--- src/verilog/video_pkg.sv ---
/*
 * video_pkg: pixel coordinate and colour types shared by the raster stages
 */
`default_nettype none

package video_pkg;

	// screen coordinate, wide enough for 640x480 and smaller test frames
	typedef logic [9:0] coord_t;

	// colour in RGB332 packing: rrr_ggg_bb
	typedef logic [7:0] rgb_t;

endpackage : video_pkg

`default_nettype wire

--- src/verilog/game_pkg.sv ---
/*
 * game_pkg: object indices, Wishbone field types and the object palette
 */
`default_nettype none

package game_pkg;

	// number of game objects with a position register pair
	localparam int NUM_OBJ = 7;

	// object index, also selects the register pair at word address 2*id
	typedef enum logic [2:0] {
		PLAYER = 3'd0,
		ENEMY1 = 3'd1,
		ENEMY2 = 3'd2,
		BOMB   = 3'd3,
		BLAST  = 3'd4,
		COLUMN = 3'd5,
		WALL   = 3'd6
	} obj_id_t;

	typedef logic [3:0]  wb_adr_t;   // word address, 2*id = x, 2*id+1 = y
	typedef logic [15:0] wb_dat_t;   // only the low coordinate bits are kept

	// palette, RGB332
	localparam video_pkg::rgb_t PLAYER_RGB = 8'hE0; // red
	localparam video_pkg::rgb_t ENEMY1_RGB = 8'h1C; // green
	localparam video_pkg::rgb_t ENEMY2_RGB = 8'h1F; // cyan
	localparam video_pkg::rgb_t BLAST_RGB  = 8'hFC; // yellow
	localparam video_pkg::rgb_t BOMB_RGB   = 8'h49;
	localparam video_pkg::rgb_t COLUMN_RGB = 8'h92; // grey
	localparam video_pkg::rgb_t WALL_RGB   = 8'h6D;
	localparam video_pkg::rgb_t BG_RGB     = 8'h00; // black background

endpackage : game_pkg

`default_nettype wire

--- src/verilog/pixel_scanner.sv ---
/*
 * pixel_scanner: walks the active frame one pixel per clock in raster order
 * and flags the first pixel of every frame
 */
`timescale 1ns/1ps
`default_nettype none

module pixel_scanner #(
	parameter int H_ACTIVE = 640,
	parameter int V_ACTIVE = 480
) (
	input  logic              clk,
	input  logic              resetN,
	output video_pkg::coord_t pix_x,
	output video_pkg::coord_t pix_y,
	output logic              frame_start   // high while pixel (0,0) is out
);

	import video_pkg::*;

	coord_t next_x;
	coord_t next_y;
	logic   last_x;
	logic   last_y;

	assign last_x = (pix_x == coord_t'(H_ACTIVE - 1)); // end of line
	assign last_y = (pix_y == coord_t'(V_ACTIVE - 1)); // last line

	// next raster position, no blanking so wrap straight to 0
	always_comb begin
		next_x = pix_x + coord_t'(1);
		next_y = pix_y;
		if (last_x) begin
			next_x = '0;
			next_y = last_y ? '0 : pix_y + coord_t'(1);
		end
	end

	always_ff @(posedge clk or negedge resetN) begin
		if (!resetN) begin
			pix_x       <= '0;
			pix_y       <= '0;
			frame_start <= 1'b0;
		end else begin
			pix_x       <= next_x;
			pix_y       <= next_y;
			frame_start <= (next_x == '0) && (next_y == '0); // lines up with (0,0)
		end
	end

endmodule : pixel_scanner

`default_nettype wire

--- src/verilog/position_regs.sv ---
/*
 * position_regs: Wishbone classic slave holding the x and y position
 * of every game object, single-cycle registered ack
 */
`timescale 1ns/1ps
`default_nettype none

module position_regs (
	input  logic              clk,
	input  logic              resetN,
	input  logic              wb_cyc,
	input  logic              wb_stb,
	input  logic              wb_we,
	input  game_pkg::wb_adr_t wb_adr,
	input  game_pkg::wb_dat_t wb_dat_w,
	output game_pkg::wb_dat_t wb_dat_r,
	output logic              wb_ack,
	output video_pkg::coord_t obj_x [game_pkg::NUM_OBJ],
	output video_pkg::coord_t obj_y [game_pkg::NUM_OBJ]
);

	import video_pkg::*;
	import game_pkg::*;

	obj_id_t sel_id;   // object addressed
	logic    sel_y;    // 0: x register, 1: y register
	logic    sel_ok;   // address maps to a real register
	logic    req;      // cycle pending and not yet acknowledged

	assign req    = wb_cyc && wb_stb && !wb_ack;
	assign sel_id = obj_id_t'(wb_adr[3:1]);
	assign sel_y  = wb_adr[0];
	assign sel_ok = (wb_adr < wb_adr_t'(2 * NUM_OBJ)); // 14 and 15 are holes

	// ack for one clock, never back to back
	always_ff @(posedge clk or negedge resetN) begin
		if (!resetN)
			wb_ack <= 1'b0;
		else
			wb_ack <= req;
	end

	// write lands on the same edge that raises ack
	always_ff @(posedge clk or negedge resetN) begin
		if (!resetN) begin
			for (int i = 0; i < NUM_OBJ; i++) begin
				obj_x[i] <= '0;
				obj_y[i] <= '0;
			end
		end else if (req && wb_we && sel_ok) begin
			if (sel_y)
				obj_y[sel_id] <= coord_t'(wb_dat_w); // upper bits dropped
			else
				obj_x[sel_id] <= coord_t'(wb_dat_w);
		end
	end

	// read data, sampled with ack and held while ack is high
	always_ff @(posedge clk) begin
		if (req) begin
			if (!sel_ok)
				wb_dat_r <= '0;
			else if (sel_y)
				wb_dat_r <= wb_dat_t'(obj_y[sel_id]); // zero extended
			else
				wb_dat_r <= wb_dat_t'(obj_x[sel_id]);
		end
	end

endmodule : position_regs

`default_nettype wire

--- src/verilog/object_painter.sv ---
/*
 * object_painter: registered inside-rectangle test for one object,
 * forms the painter stage of the pixel pipeline
 */
`timescale 1ns/1ps
`default_nettype none

module object_painter #(
	parameter int OBJ_W = 16,
	parameter int OBJ_H = 16
) (
	input  logic              clk,
	input  logic              resetN,
	input  video_pkg::coord_t pix_x,
	input  video_pkg::coord_t pix_y,
	input  video_pkg::coord_t obj_x,   // top left corner
	input  video_pkg::coord_t obj_y,
	output logic              draw      // pixel covered, one clock late
);

	logic [10:0] right_edge;   // one bit wider so the edge cannot wrap
	logic [10:0] bottom_edge;
	logic        in_x;
	logic        in_y;

	assign right_edge  = {1'b0, obj_x} + 11'(OBJ_W);
	assign bottom_edge = {1'b0, obj_y} + 11'(OBJ_H);

	// half-open span [obj, obj+size)
	assign in_x = (pix_x >= obj_x) && ({1'b0, pix_x} < right_edge);
	assign in_y = (pix_y >= obj_y) && ({1'b0, pix_y} < bottom_edge);

	always_ff @(posedge clk or negedge resetN) begin
		if (!resetN)
			draw <= 1'b0;
		else
			draw <= in_x && in_y;
	end

endmodule : object_painter

`default_nettype wire

--- src/verilog/frame_compositor.sv ---
/*
 * frame_compositor: fixed priority colour select over the draw requests,
 * registered colour plus a frame marker aligned with it
 */
`timescale 1ns/1ps
`default_nettype none

module frame_compositor (
	input  logic             clk,
	input  logic             resetN,
	input  logic             frame_start,   // straight from the scanner
	input  logic             draw_player,
	input  logic             draw_enemy1,
	input  logic             draw_enemy2,
	input  logic             draw_bomb,
	input  logic             draw_blast,
	input  logic             draw_column,
	input  logic             draw_wall,
	output video_pkg::rgb_t  rgb,
	output logic             rgb_frame_start
);

	import video_pkg::*;
	import game_pkg::*;

	rgb_t rgb_next;
	logic frame_d;   // frame marker in step with the draw signals

	// highest priority first
	always_comb begin
		if (draw_player)       rgb_next = PLAYER_RGB;
		else if (draw_enemy1)  rgb_next = ENEMY1_RGB;
		else if (draw_enemy2)  rgb_next = ENEMY2_RGB;
		else if (draw_blast)   rgb_next = BLAST_RGB;   // blast covers the bomb
		else if (draw_bomb)    rgb_next = BOMB_RGB;
		else if (draw_column)  rgb_next = COLUMN_RGB;
		else if (draw_wall)    rgb_next = WALL_RGB;
		else                   rgb_next = BG_RGB;
	end

	always_ff @(posedge clk or negedge resetN) begin
		if (!resetN) begin
			frame_d         <= 1'b0;
			rgb             <= BG_RGB;
			rgb_frame_start <= 1'b0;
		end else begin
			frame_d         <= frame_start;
			rgb             <= rgb_next;
			rgb_frame_start <= frame_d; // high with pixel (0,0) on rgb
		end
	end

endmodule : frame_compositor

`default_nettype wire

--- src/verilog/collision_detector.sv ---
/*
 * collision_detector: registered per-pixel collision flags and
 * at most one hit pulse per frame for the player and for the enemies
 */
`timescale 1ns/1ps
`default_nettype none

module collision_detector (
	input  logic clk,
	input  logic resetN,
	input  logic frame_start,
	input  logic draw_player,
	input  logic draw_enemy1,
	input  logic draw_enemy2,
	input  logic draw_bomb,
	input  logic draw_blast,
	input  logic draw_column,
	input  logic draw_wall,
	output logic player_blocked,   // player on column or wall
	output logic enemy1_blocked,
	output logic enemy2_blocked,
	output logic blast_on_wall,
	output logic player_hit,       // single pulse per frame
	output logic enemy_hit
);

	logic frame_d;         // frame start lined up with the draw signals
	logic player_armed;    // no player hit yet this frame
	logic enemy_armed;
	logic player_coll;
	logic enemy_coll;
	logic player_fire;
	logic enemy_fire;

	// hit conditions for the current pixel
	assign player_coll = draw_player && (draw_column || draw_wall || draw_blast);
	assign enemy_coll  = (draw_enemy1 || draw_enemy2) && draw_blast;

	// a hit on the frame start pixel belongs to the new frame
	assign player_fire = player_coll && (player_armed || frame_d);
	assign enemy_fire  = enemy_coll && (enemy_armed || frame_d);

	// level flags, one per pixel
	always_ff @(posedge clk or negedge resetN) begin
		if (!resetN) begin
			frame_d        <= 1'b0;
			player_blocked <= 1'b0;
			enemy1_blocked <= 1'b0;
			enemy2_blocked <= 1'b0;
			blast_on_wall  <= 1'b0;
		end else begin
			frame_d        <= frame_start;
			player_blocked <= draw_player && (draw_column || draw_wall);
			enemy1_blocked <= draw_enemy1 && (draw_column || draw_wall || draw_bomb);
			enemy2_blocked <= draw_enemy2 && (draw_column || draw_wall || draw_bomb);
			blast_on_wall  <= draw_blast && draw_wall && !draw_column;
		end
	end

	// once-per-frame pulses, each with its own arm flag
	always_ff @(posedge clk or negedge resetN) begin
		if (!resetN) begin
			player_armed <= 1'b1;
			enemy_armed  <= 1'b1;
			player_hit   <= 1'b0;
			enemy_hit    <= 1'b0;
		end else begin
			player_hit <= player_fire;
			enemy_hit  <= enemy_fire;
			if (player_fire)
				player_armed <= 1'b0;   // used up until next frame
			else if (frame_d)
				player_armed <= 1'b1;
			if (enemy_fire)
				enemy_armed <= 1'b0;
			else if (frame_d)
				enemy_armed <= 1'b1;
		end
	end

endmodule : collision_detector

`default_nettype wire

--- src/verilog/game_display_top.sv ---
/*
 * game_display_top: position registers, raster scanner, seven painters,
 * compositor and collision detector of the game display pipeline
 */
`timescale 1ns/1ps
`default_nettype none

module game_display_top #(
	parameter int H_ACTIVE = 640,
	parameter int V_ACTIVE = 480,
	parameter int PLAYER_W = 16, parameter int PLAYER_H = 16,
	parameter int ENEMY1_W = 16, parameter int ENEMY1_H = 16,
	parameter int ENEMY2_W = 16, parameter int ENEMY2_H = 16,
	parameter int BOMB_W   = 8,  parameter int BOMB_H   = 8,
	parameter int BLAST_W  = 32, parameter int BLAST_H  = 32,
	parameter int COLUMN_W = 16, parameter int COLUMN_H = 480,
	parameter int WALL_W   = 640, parameter int WALL_H  = 16
) (
	input  logic              clk,
	input  logic              resetN,
	input  logic              wb_cyc,
	input  logic              wb_stb,
	input  logic              wb_we,
	input  game_pkg::wb_adr_t wb_adr,
	input  game_pkg::wb_dat_t wb_dat_w,
	output game_pkg::wb_dat_t wb_dat_r,
	output logic              wb_ack,
	output video_pkg::rgb_t   rgb,
	output logic              rgb_frame_start,
	output logic              player_blocked,
	output logic              enemy1_blocked,
	output logic              enemy2_blocked,
	output logic              blast_on_wall,
	output logic              player_hit,
	output logic              enemy_hit
);

	import video_pkg::*;
	import game_pkg::*;

	coord_t obj_x [NUM_OBJ];
	coord_t obj_y [NUM_OBJ];
	coord_t pix_x, pix_y;
	logic   frame_start;
	logic   draw_player, draw_enemy1, draw_enemy2, draw_bomb;
	logic   draw_blast, draw_column, draw_wall;

	position_regs u_regs (.clk, .resetN, .wb_cyc, .wb_stb, .wb_we, .wb_adr,
		.wb_dat_w, .wb_dat_r, .wb_ack, .obj_x, .obj_y);

	pixel_scanner #(.H_ACTIVE(H_ACTIVE), .V_ACTIVE(V_ACTIVE)) u_scan (
		.clk, .resetN, .pix_x, .pix_y, .frame_start);

	// one painter per object, sizes from the top parameters
	object_painter #(.OBJ_W(PLAYER_W), .OBJ_H(PLAYER_H)) u_player (.clk, .resetN,
		.pix_x, .pix_y, .obj_x(obj_x[PLAYER]), .obj_y(obj_y[PLAYER]), .draw(draw_player));
	object_painter #(.OBJ_W(ENEMY1_W), .OBJ_H(ENEMY1_H)) u_enemy1 (.clk, .resetN,
		.pix_x, .pix_y, .obj_x(obj_x[ENEMY1]), .obj_y(obj_y[ENEMY1]), .draw(draw_enemy1));
	object_painter #(.OBJ_W(ENEMY2_W), .OBJ_H(ENEMY2_H)) u_enemy2 (.clk, .resetN,
		.pix_x, .pix_y, .obj_x(obj_x[ENEMY2]), .obj_y(obj_y[ENEMY2]), .draw(draw_enemy2));
	object_painter #(.OBJ_W(BOMB_W), .OBJ_H(BOMB_H)) u_bomb (.clk, .resetN,
		.pix_x, .pix_y, .obj_x(obj_x[BOMB]), .obj_y(obj_y[BOMB]), .draw(draw_bomb));
	object_painter #(.OBJ_W(BLAST_W), .OBJ_H(BLAST_H)) u_blast (.clk, .resetN,
		.pix_x, .pix_y, .obj_x(obj_x[BLAST]), .obj_y(obj_y[BLAST]), .draw(draw_blast));
	object_painter #(.OBJ_W(COLUMN_W), .OBJ_H(COLUMN_H)) u_column (.clk, .resetN,
		.pix_x, .pix_y, .obj_x(obj_x[COLUMN]), .obj_y(obj_y[COLUMN]), .draw(draw_column));
	object_painter #(.OBJ_W(WALL_W), .OBJ_H(WALL_H)) u_wall (.clk, .resetN,
		.pix_x, .pix_y, .obj_x(obj_x[WALL]), .obj_y(obj_y[WALL]), .draw(draw_wall));

	// colour and collisions side by side, same pipeline depth
	frame_compositor u_comp (.clk, .resetN, .frame_start, .draw_player, .draw_enemy1,
		.draw_enemy2, .draw_bomb, .draw_blast, .draw_column, .draw_wall,
		.rgb, .rgb_frame_start);

	collision_detector u_coll (.clk, .resetN, .frame_start, .draw_player, .draw_enemy1,
		.draw_enemy2, .draw_bomb, .draw_blast, .draw_column, .draw_wall,
		.player_blocked, .enemy1_blocked, .enemy2_blocked, .blast_on_wall,
		.player_hit, .enemy_hit);

endmodule : game_display_top

`default_nettype wire

--- config.mk ---
export PLATFORM = sky130hd
export DESIGN_NAME = game_display_top
export DESIGN_NICKNAME = d
export VERILOG_FILES = /design/src/verilog/video_pkg.sv /design/src/verilog/game_pkg.sv /design/src/verilog/pixel_scanner.sv /design/src/verilog/position_regs.sv /design/src/verilog/object_painter.sv /design/src/verilog/frame_compositor.sv /design/src/verilog/collision_detector.sv /design/src/verilog/game_display_top.sv
export SDC_FILE = /design/constraint.sdc
export NUM_CORES = 1
export LEC_CHECK = 0
export ABC_AREA = 1
export BUFFER_PORTS_ARGS = -buffer_cell sky130_fd_sc_hd__buf_2
export CAP_MARGIN = 20
export CORE_ASPECT_RATIO = 1.2
export CORE_MARGIN = 2
export CORE_UTILIZATION = 53
export DETAILED_ROUTE_END_ITERATION = 6
export GPL_ROUTABILITY_DRIVEN = 1
export PLACE_DENSITY = 0.7
export RECOVER_POWER = 50
export SYNTH_ARGS = -nofsm -noshare
export SYNTH_HDL_FRONTEND = slang
export SYNTH_SLANG_ARGS = --single-unit
--- constraint.sdc ---
create_clock -name clk -period 2.6 [get_ports clk]
set_input_delay 0.13 -clock clk [delete_from_list [all_inputs] [get_ports clk]]
set_output_delay 0.13 -clock clk [all_outputs]
set_load 0.01 [all_outputs]
Word level (Yosys, flattened, before mapping)
Index checks and enable logic that the tools add are counted.
Storage, ports and cells
  register bits after elaboration: 203
  input bits: 25
  output and inout port bits: 32
  logic and storage cells: 162
Operators by class
  add/subtract/negate cells: 16
  order comparisons: 31
  equal/unequal tests: 2
  mux-type cells: 24
  bitwise gates (word level): 2
  reduce and logical (&&, ||, !) cells: 50
Operators by type and width (count)
  $lt 10x11->1: 14
  $bwmux 70: 2
  $ge 10x10->1: 14
  $mux 10: 9
  $add 10x5->11 const B: 8
  $bmux 10 s3: 2
  $mux 8: 6
  $logic_and 1x1->1: 36
  $demux 10 s3: 1
  $add 10x4->11 const B: 2
  $add 10x6->11 const B: 2
  $add 10x1->10 const B: 2
  $logic_not 10->1: 2
  $add 10x10->11 const B: 1
  $add 10x9->11 const B: 1
  $eq 10x10->1 const B: 1
  $eq 10x9->1 const B: 1
  $mux 7: 1
  $logic_or 1x1->1: 6
  $ge 4x4->1 const B: 1
  $lt 4x1->1 const B: 1
  $lt 4x4->1 const B: 1
  $not 3->4: 1
  $reduce_and 2->1: 2
  4 further kinds: 8

Depth between registers and ports, before layout
Gate-level depths: netlist of run 1.
  depth after elaboration: 7
  depth in mapped cells: 12
  depth with buffers taken out: 12

By module
From an unflattened synthesis of run 1, not the netlist that was laid out.
Unflattened totals
  cell total of the unflattened synthesis: 2446
  area total of the unflattened synthesis: 16759.8 um^2
Modules (own cells, without submodules)
  position_regs: instances 1, cells each 940, area an instance 7163.1 um^2, seq. area each 3828.7 um^2
  object_painter at u_enemy1 ...: instances 2, cells each 178, area an instance 1087.3 um^2, seq. area each 25.0 um^2
  pixel_scanner: instances 1, cells each 201, area an instance 1347.5 um^2, seq. area each 525.5 um^2
  object_painter at u_bomb: instances 1, cells each 189, area an instance 1167.4 um^2, seq. area each 25.0 um^2
  object_painter at u_player: instances 1, cells each 171, area an instance 1074.8 um^2, seq. area each 25.0 um^2
  object_painter at u_blast: instances 1, cells each 175, area an instance 1058.5 um^2, seq. area each 25.0 um^2
  object_painter at u_column: instances 1, cells each 173, area an instance 1048.5 um^2, seq. area each 25.0 um^2
  object_painter at u_wall: instances 1, cells each 170, area an instance 1018.5 um^2, seq. area each 25.0 um^2
  frame_compositor: instances 1, cells each 41, area an instance 386.6 um^2, seq. area each 250.2 um^2
  collision_detector: instances 1, cells each 30, area an instance 320.3 um^2, seq. area each 227.7 um^2

Least setup slack after synthesis of run 1
Ideal clock, no wire load.
  path kind: reg2reg
  from: register u_regs.wb_ack
  to: register u_regs.obj_y[30] (netlist bit)
  setup time: 128 ps
  arrival time: 1998 ps
  required time: 2472 ps
  setup slack: 474 ps
  cell stages (with the launch flop): 7
  buffers on the path: 0
  period minus slack after synthesis: 2126 ps
  cells stage by stage: dfrtp_1 nor2_1 nand2_1 a21oi_4 nand2_4 nor2_4 mux2_1
Between the ends
  longest elaborated chain between the ends: 5
Ends and longest elaborated chain
  from (decl): line position_regs.sv:17  | output logic wb_ack,
  from (signal assigned): line position_regs.sv:40  | wb_ack <= req;
  $logic_not 1->1: line position_regs.sv:30  | assign req = wb_cyc && wb_stb && !wb_ack;
  $logic_and 1x1->1: line position_regs.sv:30
  named net u_regs.req: line position_regs.sv:28  | logic req;
  $logic_and 1x1->1 (2 in a row): line position_regs.sv:50  | end else if (req && wb_we && sel_ok) begin
  $reduce_and 2->1 (no source line)
  to (signal, indexed assignment): line position_regs.sv:52  | obj_y[sel_id] <= coord_t'(wb_dat_w);
  to (decl): line position_regs.sv:19  | output video_pkg::coord_t obj_y [game_pkg::NUM_OBJ]
The timed path passes the listed nets, and every way through them passes these cells.
A chain may end at the register's enable or synchronous reset.

Final worst setup path of run 1
  from: register u_scan.pix_y[5]
  to: register u_enemy2.draw
Between the ends
  longest elaborated chain between the ends: 3
  elaborated cells on any way between the ends: 4
  those cells by class: order compare (2); reduce/logical (2)
Ends and longest elaborated chain
  from (decl): line pixel_scanner.sv:15  | output video_pkg::coord_t pix_y,
  from (signal assigned): line pixel_scanner.sv:46  | pix_y <= next_y;
  $lt 10x11->1 or $ge 10x10->1 (tied branches): line object_painter.sv:31  | assign in_y = (pix_y >= obj_y) && ({1'b0, pix_y} < bottom_edge);
  $logic_and 1x1->1 *: line object_painter.sv:31
  $logic_and 1x1->1 *: line object_painter.sv:37  | draw <= in_x && in_y;
  to (signal assigned): line object_painter.sv:37
  to (decl): line object_painter.sv:18  | output logic draw
Mark *: on every way between the ends. The rest lies on a longest branch, timed or not.

==> results of run 1 <==
==> worst min-delay path, stage by stage <==
cell and delay (ns):
sky130_fd_sc_hd__buf_2 0.23, sky130_fd_sc_hd__nand2_1 0.11, sky130_fd_sc_hd__o21ai_0 0.07
==> layout by cell type (no fill, tap or decap), types with 3 or more instances in the layout <==
cell type / Yosys / final
sky130_fd_sc_hd__mux2_2: 4 / 4
sky130_fd_sc_hd__ha_1: 236 / 236
sky130_fd_sc_hd__conb_1: 1 / 6
sky130_fd_sc_hd__nor3b_1: 7 / 7
sky130_fd_sc_hd__o21a_1: 7 / 7
sky130_fd_sc_hd__clkbuf_16: 0 / 19
sky130_fd_sc_hd__o31ai_1: 7 / 7
sky130_fd_sc_hd__o211ai_1: 9 / 9
sky130_fd_sc_hd__a21oi_1: 131 / 131
sky130_fd_sc_hd__o22ai_1: 43 / 43
sky130_fd_sc_hd__nand3b_1: 6 / 6
sky130_fd_sc_hd__buf_2: 26 / 34
sky130_fd_sc_hd__clkinv_4: 0 / 4
sky130_fd_sc_hd__nor2_8: 6 / 6
sky130_fd_sc_hd__nand2_2: 3 / 3
sky130_fd_sc_hd__nor4_1: 7 / 7
sky130_fd_sc_hd__nand4_1: 31 / 31
sky130_fd_sc_hd__nor3_1: 22 / 22
sky130_fd_sc_hd__o21ai_0: 210 / 210
sky130_fd_sc_hd__o2111ai_1: 12 / 12
sky130_fd_sc_hd__nand3_1: 79 / 79
sky130_fd_sc_hd__a211oi_1: 8 / 8
sky130_fd_sc_hd__xnor2_1: 13 / 13
sky130_fd_sc_hd__nand2_1: 388 / 388
sky130_fd_sc_hd__buf_4: 8 / 37
sky130_fd_sc_hd__edfxtp_1: 10 / 10
sky130_fd_sc_hd__inv_1: 241 / 241
sky130_fd_sc_hd__nor2_4: 5 / 5
sky130_fd_sc_hd__o21bai_1: 15 / 15
sky130_fd_sc_hd__clkbuf_1: 13 / 10
sky130_fd_sc_hd__xor2_1: 30 / 30
sky130_fd_sc_hd__inv_2: 5 / 5
sky130_fd_sc_hd__clkbuf_2: 1 / 3
sky130_fd_sc_hd__nor2_1: 142 / 142
sky130_fd_sc_hd__inv_6: 0 / 3
sky130_fd_sc_hd__dfrtp_1: 185 / 185
==> what timing repair did <==
action,4_1_cts,5_1_grt
setup endpoints to repair,0,0
buffers inserted,0,0
endpoints found under the hold margin,60,0
hold buffers,1,0
==> cell type report <==
type	instances	area, µm²	share of cell area [%]
multi-input combinational	1446	9010	54.5
sequential	197	4980	30.1
inverter	249	937	5.66
timing repair buffer	87	551	3.33
clock buffer	20	489	2.96
tap	379	474	2.86
clock inverter	11	105	0.635
==> sequential cells by signal, indices dropped and copies added, names as in the netlist, 8 cells and up <==
register         flops
u_comp.rgb           8
u_regs.obj_x        70
u_regs.obj_y        70
u_regs.wb_dat_r     10
u_scan.pix_x        10
u_scan.pix_y        10
==> per-layer routing <==
| layer | wire, µm | up-vias | GRT usage, % |
|---|---|---|---|
| met5 | 0 | - | 0 |
| met4 | 1840 | 0 | 12.1 |
| met3 | 3250 | 124 | 5.26 |
| met2 | 21900 | 547 | 52.8 |
| met1 | 18800 | 6674 | 40.4 |
| li1 | - | 6688 | - |
==> report_power, final <==
group          switching (mW)  internal [mW]  leakage (nW)
Combinational            1.90           1.06          5.94
Clock                    1.35           1.40         0.294
Sequential              0.321           3.48          2.17
Total                    3.57           5.93          8.41
==> cells by family after synthesis <==
| logic type | count (synthesis) | share of synthesized area [%] |
|---|---|---|
| adders and majority gates | 236 | 19.4 |
| and+or+nand+nor | 701 | 20.2 |
| AOI/OAI and AO/OA | 454 | 16.6 |
| DFF | 197 | 32.8 |
| muxes | 6 | 0.445 |
| buffers and inverters | 300 | 8.00 |
| other | 1 | 0.0247 |
| xor gates and xnor gates | 43 | 2.48 |
==> worst max path at each step <==
stage | slack (ns) | from | to | depth (start not counted)
finish | 0.34 | u_scan.pix_y[5] | u_enemy2.draw | 7
global route | 0.15 | u_scan.pix_y[2] | u_scan.frame_start | 10
CTS | 0.38 | u_scan.pix_x[0] | u_scan.frame_start | 9
detailed placement | 0.39 | u_scan.pix_x[0] | u_scan.frame_start | 9
global placement | 0.41 | u_scan.pix_x[0] | u_scan.frame_start | 9
floorplan | 0.47 | u_regs.wb_ack | u_regs.obj_y[30] | 6
==> reports/results.txt, run 1 <==
Once layout is complete, the cells apart from fillers number 2389. Leakage power: 8.41 nW. Among all stages on the critical path, the largest delay is contributed by sky130_fd_sc_hd__dfrtp_1.

In this run the most critical hold path is launched from wb_dat_w[0]. The placed instances occupy a cell area of 16000 µm². The total number of vias was 14033. Among the stages of the critical path, the cell type that occurs most often is sky130_fd_sc_hd__nand3_1. Synthesis instantiated 50 different standard cells from the library.

Adding up every negative setup slack in the final design gives 0 ns. The top achievable clock speed is 442 MHz. The detail route stage leaves a number of antenna-violating nets equal to 0. The count of standard-cell rows is 67.

The worst register-to-register path ends at u_enemy2.draw. The cell count of the worst reg-to-reg path is 7. The required time of the worst setup path was 2.99 ns; the violation count after the first detailed-route iteration was 1268. The Yosys step of the flow raised 0 warnings.

Across the VDD grid, the largest voltage drop is 335 µV. The checks that failed: capacitance limit, slew limit. Count of flip-flops with a built-in enable after synthesis: 10.

For the pin count of the biggest net entering global routing, the log shows 66. The fraction of layout cells with a size suffix above 1 works out to 6.87%. Measured along the x axis, the die boundary spans 159 µm. After global routing the overflow that remains totals 0.

The worst slack at placement was 0.391 ns. The tightest min-delay check is of the in2reg type. At the worst endpoint, the arrival time is 2.65 ns. The family with the most delay on the worst path was simple AND/OR/NAND/NOR gates. The initial antenna violation count came out at 0.

Once placement completed, the tool counted placed cells totaling 2357. The length of the first detailed-routing pass in iterations was 6; the largest fanout on the critical path was 22. Counting instances, the worst hold path has a depth of 3.

The critical path is of the reg2reg type. The area growth from synthesis to layout is 8.95%. Total power for the finished layout comes to 9.50 mW.

The tools report the worst-case register-to-register setup slack as 0.34 ns. The run finished, with violations left. For the final database, setup skew stands at 0.0132 ns. The count of maximum capacitance violations came out at 1.

Yosys instantiated no cell more often than sky130_fd_sc_hd__nand2_1. The max-slew violation total from the final report was 64; the power per cell area was 574 nW/µm². The tools report the sequential cell area fraction in the yosys report as 32.8%. The worst pin sits at a relative slew slack of -17.3%. 57 I/O pins were placed. In the synthesized netlist the dominant register cell turns out to be sky130_fd_sc_hd__dfrtp_1. The clock net in this run drives a total of 197 sinks. After technology mapping, the gate count stands at 1938.

For the utilization after layout, the log shows 58.9%. The number of gates resized after CTS was 0. The worst path uses 87.1% of the clock period. The first global-routing pass estimated 72.2 mm of wire. Total setup violations reported at the end of the flow: 0. Buffers placed on the I/O ports in this run total 44.

After clock tree synthesis, the clock-pin slew on the worst setup and hold paths is 0.08 ns. The worst setup path is launched from a flop. The H-tree was split into 4 levels. Setup repair after global routing left no endpoint under its margin. Dividing the synthesized area by the synthesized cell count gives 7.84 µm². Counting the buffers created by CTS gives 17.

The critical register-to-register path startpoint is u_scan.pix_y[5]. The weighted congestion at the end of routability-driven global placement came out at 0.958. The y dimension of the die is 189 µm, and the number of hold-slack violations in the final timing report is 0. For this run, design rule violations remaining after detail routing come to 0. In the routed layout, each cell is associated on average with a via count of 5.87. Clock tree synthesis selected as its root buffer the cell sky130_fd_sc_hd__clkbuf_16. Ranked by total cell area, the synthesized netlist is headed by sky130_fd_sc_hd__dfrtp_1, sky130_fd_sc_hd__ha_1, sky130_fd_sc_hd__nand2_1. In this run the cell area of the synthesized design comes to 15200 µm². The clock tree buffer depth is 2, and the number of antenna repair diodes is 0. The top cell type's share of synthesized area was 30.5%.

The final layout contains 2259 nets. The routed design could run at a clock period as short as 2.26 ns. For the design area, the log shows 16600 µm². The tools report the number of fillers in the final layout as 2584. The run gives 0.336 ns as the worst setup margin.

The detail-routed net length per standard cell works out to 19.2 µm. The later pin in the worst-skew pair is clocked with a latency of 0.46 ns. After synthesis the netlist holds a flip-flop and latch count of 197. The largest incremental delay on the critical path came out at 0.79 ns. The tightest hold margin is 0.126 ns, and the HPWL after detailed placement is 33.7 mm. For this run, asynchronously set or reset flops after synthesis account for 94.9%.

For this configuration, the core starts out at a cell density of 54.1%. The critical path goes through ha_1, nand2_1, nor4_1, nand3_1, nand4_1, nand3_1, nor2_1. The run gives 30000 µm² as the area of the die. At the pin with the least slew margin, the transition time is 1.76 ns. Global routing used 31.5% of the available tracks.

Number of global-route vias before repair: 13416. Sorting the synthesized cells by how often they occur yields sky130_fd_sc_hd__nand2_1, sky130_fd_sc_hd__inv_1, sky130_fd_sc_hd__ha_1, sky130_fd_sc_hd__o21ai_0, sky130_fd_sc_hd__dfrtp_1. The tools report the worst hold path endpoint as u_regs.obj_y[10]. The overall routed net length is 45.8 mm. The element type at the critical path end is a flop. The critical path contains buffers and inverters numbering 0 combined.

The cell type with the largest total area after synthesis is sky130_fd_sc_hd__dfrtp_1. Core outline area: 28100 µm². TritonCTS built the clock tree.
(Power assumes the default switching activity.)
==> run 2, diff against run 1 <==
--- a/config.mk
+++ b/config.mk
@@ -13,7 +13,7 @@
 export CORE_UTILIZATION = 53
 export DETAILED_ROUTE_END_ITERATION = 6
 export GPL_ROUTABILITY_DRIVEN = 1
-export PLACE_DENSITY = 0.7
+export PLACE_DENSITY = 0.73
 export RECOVER_POWER = 50
 export SYNTH_ARGS = -nofsm -noshare
 export SYNTH_HDL_FRONTEND = slang
==> constraint.sdc (replaced) <==
create_clock -name clk -period 2 [get_ports clk]
set_input_delay 0.1 -clock clk [delete_from_list [all_inputs] [get_ports clk]]
set_output_delay 0.1 -clock clk [all_outputs]
set_load 0.01 [all_outputs]
==> run 2 against run 1 <==
Wire length increased by 2.3%. Utilization grew 2.9 points. Final area up 5.0%. Critical path depth rose by 1. Power is 34% higher. Count of clock-buffer cells in the layout down 1. Global-route usage is 0.058 points higher. Sequential power grew 29%. Hold slack got worse by 0.0083 ns. Critical path type unchanged. The run now ends clean. Maximum frequency is 13% higher. First-iteration DRC count rose by 0.55%. Largest cell class unchanged. Clock power increased by 29%.
==> reports/results.txt, run 2 (synthesis results as in run 1) <==
The area growth from synthesis to layout came out at 14.4% (was 8.95%). The max-slew violation total from the final report is 0 (was 64). The leading cell type in the layout, fill and taps excluded was sky130_fd_sc_hd__nand2_1 (unchanged). The power per cell area is 731 nW/µm² (was 574 nW/µm²), and the total clock sinks is 197 (unchanged). The placed cell area is 16500 µm² (was 16000 µm²), and the final period demand of the worst path is 2.00 ns (was 2.26 ns).

The number of antenna repair diodes was 0 (unchanged); the core outline area was 28100 µm² (unchanged). The worst setup path category is reg2reg (unchanged). Commonest non-fill, non-tap cells in the layout: sky130_fd_sc_hd__nand2_1, sky130_fd_sc_hd__inv_1, sky130_fd_sc_hd__ha_1, sky130_fd_sc_hd__o21ai_0, sky130_fd_sc_hd__dfrtp_1 (unchanged). The flow ran to the end, and the final reports show no timing, DRC or antenna violations.

Length of the first detailed-routing pass in iterations: 5 (was 6). TritonCTS built the clock tree. The tools report the count of placed standard cells including taps as 2416 (was 2357). The worst endpoint data arrival time came out at 2.33 ns (was 2.65 ns). The weighted congestion at the end of routability-driven global placement is 0.968 (was 0.958), and the clock insertion delay at the later pin of the skew report is 0.45 ns (was 0.46 ns).

The largest fanout on the critical path is 3 (was 22). The logs give 2.33 ns (was 2.99 ns) for the required time of the worst setup path and 22.1% (was -17.3%) for the worst max-slew margin expressed relative to the limit. The sum of overflow across all layers after global routing is 0 (unchanged), and the overall die width is 159 µm (unchanged). Violation count after the first detailed-route iteration: 1275 (was 1268). The cell count of the worst reg-to-reg path was 8 (was 7); the accumulated negative setup slack was 0 ns (unchanged). The overall power consumption came out at 12.7 mW (was 9.50 mW). The number of buffers inserted by port buffering was 44 (unchanged).

The slew at the pin closest to its max-slew limit was 1.17 ns (was 1.76 ns); the share of the clock period used by the worst path was 99.9% (was 87.1%). The number of global-route vias before repair came out at 13784 (was 13416). For the total number of vias, the log shows 14466 (was 14033). The pin count of the biggest net entering global routing is 67 (was 66). The net count reported at finish is 2338 (was 2259), and the design area is 17400 µm² (was 16600 µm²). The number of design rule violations left after detail routing is 0 (unchanged).

The clock tree root buffer cell was sky130_fd_sc_hd__clkbuf_16 (unchanged). For the top achievable clock speed, the log shows 500 MHz (was 442 MHz). The fraction of layout cells with a size suffix above 1 came out at 12.9% (was 6.87%).

The logs give 67 (unchanged) for the count of standard-cell rows and 1 (was 0) for the initial antenna violation count. For the worst slack at placement, the log shows -0.0691 ns (was 0.391 ns). The wire length of the first global-routing pass is 72.4 mm (was 72.2 mm).

Number of ports placed on the die boundary: 57 (unchanged). Element type at the critical path end: a flop (unchanged). The post-route non-filler standard cell count was 2469 (was 2389).

Count of maximum capacitance violations: 0 (was 1). The number of cells traversed by the worst hold path is 3 (unchanged). Critical path launch point type: a flop (unchanged). The worst setup skew after layout is 0.0116 ns (was 0.0132 ns). The global routing usage summed across all routing layers was 31.5% (about the same); the clock tree buffer depth was 2 (unchanged).

The y dimension of the die was 189 µm (unchanged). For the overall routed net length, the log shows 46.8 mm (was 45.8 mm). The number of hold-slack violations in the final timing report is 0 (unchanged). The tightest hold margin came out at 0.117 ns (was 0.126 ns). The number of vias per cell came out at 5.86 (was 5.87).

Setup repair after global routing could not meet its margin everywhere. The detail-routed net length per standard cell was 19.0 µm (was 19.2 µm). H-tree depth: 4 (unchanged).

Utilization after layout: 61.9% (was 58.9%). For the number of nets still failing antenna checks after routing, the log shows 0 (unchanged). The total setup violations reported at the end of the flow was 0 (unchanged); the worst setup margin was 0.00189 ns (was 0.336 ns).

The initial standard-cell utilization of the core came out at 54.1% (unchanged). Largest registers in the final layout: u_regs.obj_x: 70 flops, u_regs.obj_y: 70 flops (unchanged). The maximum vdd drop came out at 479 µV (was 335 µV).

The clock-pin transition on the worst setup and hold timing paths is 0.08 ns (about the same), and the CTS buffer count is 17 (unchanged). For the leakage power, the log shows 8.81 nW (was 8.41 nW). Path class of the lowest-slack min-delay path: in2reg (unchanged). The tools report the HPWL after detailed placement as 34.3 mm (was 33.7 mm). For the area of the die, the log shows 30000 µm² (unchanged).
## run 2: changes by cell type in the layout (fill, tap and decap cells not counted), moves of 5 or more
| cell | before | now |
|---|---|---|
| sky130_fd_sc_hd__ha_1 | 236 | 228 |
| sky130_fd_sc_hd__nand3_1 | 79 | 73 |
| sky130_fd_sc_hd__o21ai_0 | 210 | 205 |
| sky130_fd_sc_hd__nor3_1 | 22 | 11 |
| sky130_fd_sc_hd__ha_2 | 0 | 6 |
| sky130_fd_sc_hd__nor3_2 | 0 | 11 |
| sky130_fd_sc_hd__dfrtp_1 | 185 | 174 |
| sky130_fd_sc_hd__buf_4 | 37 | 112 |
| sky130_fd_sc_hd__nand3_2 | 1 | 6 |
| sky130_fd_sc_hd__dfrtp_2 | 0 | 11 |
## run 2: worst paths after layout
check                              startpoint               end  slack (ns)
min reg2reg                u_scan.frame_start    u_coll.frame_d        0.45
max reg2reg                  u_regs.obj_x[44]     u_enemy2.draw       0.002
max in group asynchronous              resetN  u_regs.obj_x[44]        0.33
min in group asynchronous              resetN    u_coll.frame_d        0.40
max                          u_regs.obj_x[44]     u_enemy2.draw       0.002
min                               wb_dat_w[0]   u_regs.obj_x[0]        0.12
## run 2: area by class of cell
cell class	count	area, µm²
fill	2457	10700
inverter	249	941
tap	379	474
clock inverter	13	141
sequential	197	5000
timing repair buffer	166	1190
clock buffer	19	443
multi-input combinational	1446	9190
## run 2: power by group
part	internal, mW	switching [mW]
combinational	1.62	2.63
sequential	4.53	0.385
clock	1.80	1.75
total	7.95	4.77
## run 2: per-layer routing
metal | GRT usage, % | wire, µm | share of wire (%)
met2 | 52.1 | 22300 | 48
met1 | 40.4 | 18800 | 40
met5 | 0 | 11 | 0.023
met3 | 4.28 | 3440 | 7.3
met4 | 15.5 | 2280 | 4.9
## run 2: critical path, stage by stage, from the launching register on
cell and delay [ns]:
sky130_fd_sc_hd__dfrtp_2 0.45, sky130_fd_sc_hd__ha_2 0.22, sky130_fd_sc_hd__xnor2_1 0.13, sky130_fd_sc_hd__ha_1 0.29, sky130_fd_sc_hd__nand2_1 0.08, sky130_fd_sc_hd__nor3b_1 0.26
sky130_fd_sc_hd__nand2_1 0.09, sky130_fd_sc_hd__o211ai_1 0.27, sky130_fd_sc_hd__nor2_1 0.08
## run 2: repair_timing
action	CTS	global route
hold endpoints to repair	65	0
setup buffers	3	17
endpoints found under the setup margin	1	7
resized for setup	3	56
pin swaps	0	15
hold buffers	1	0
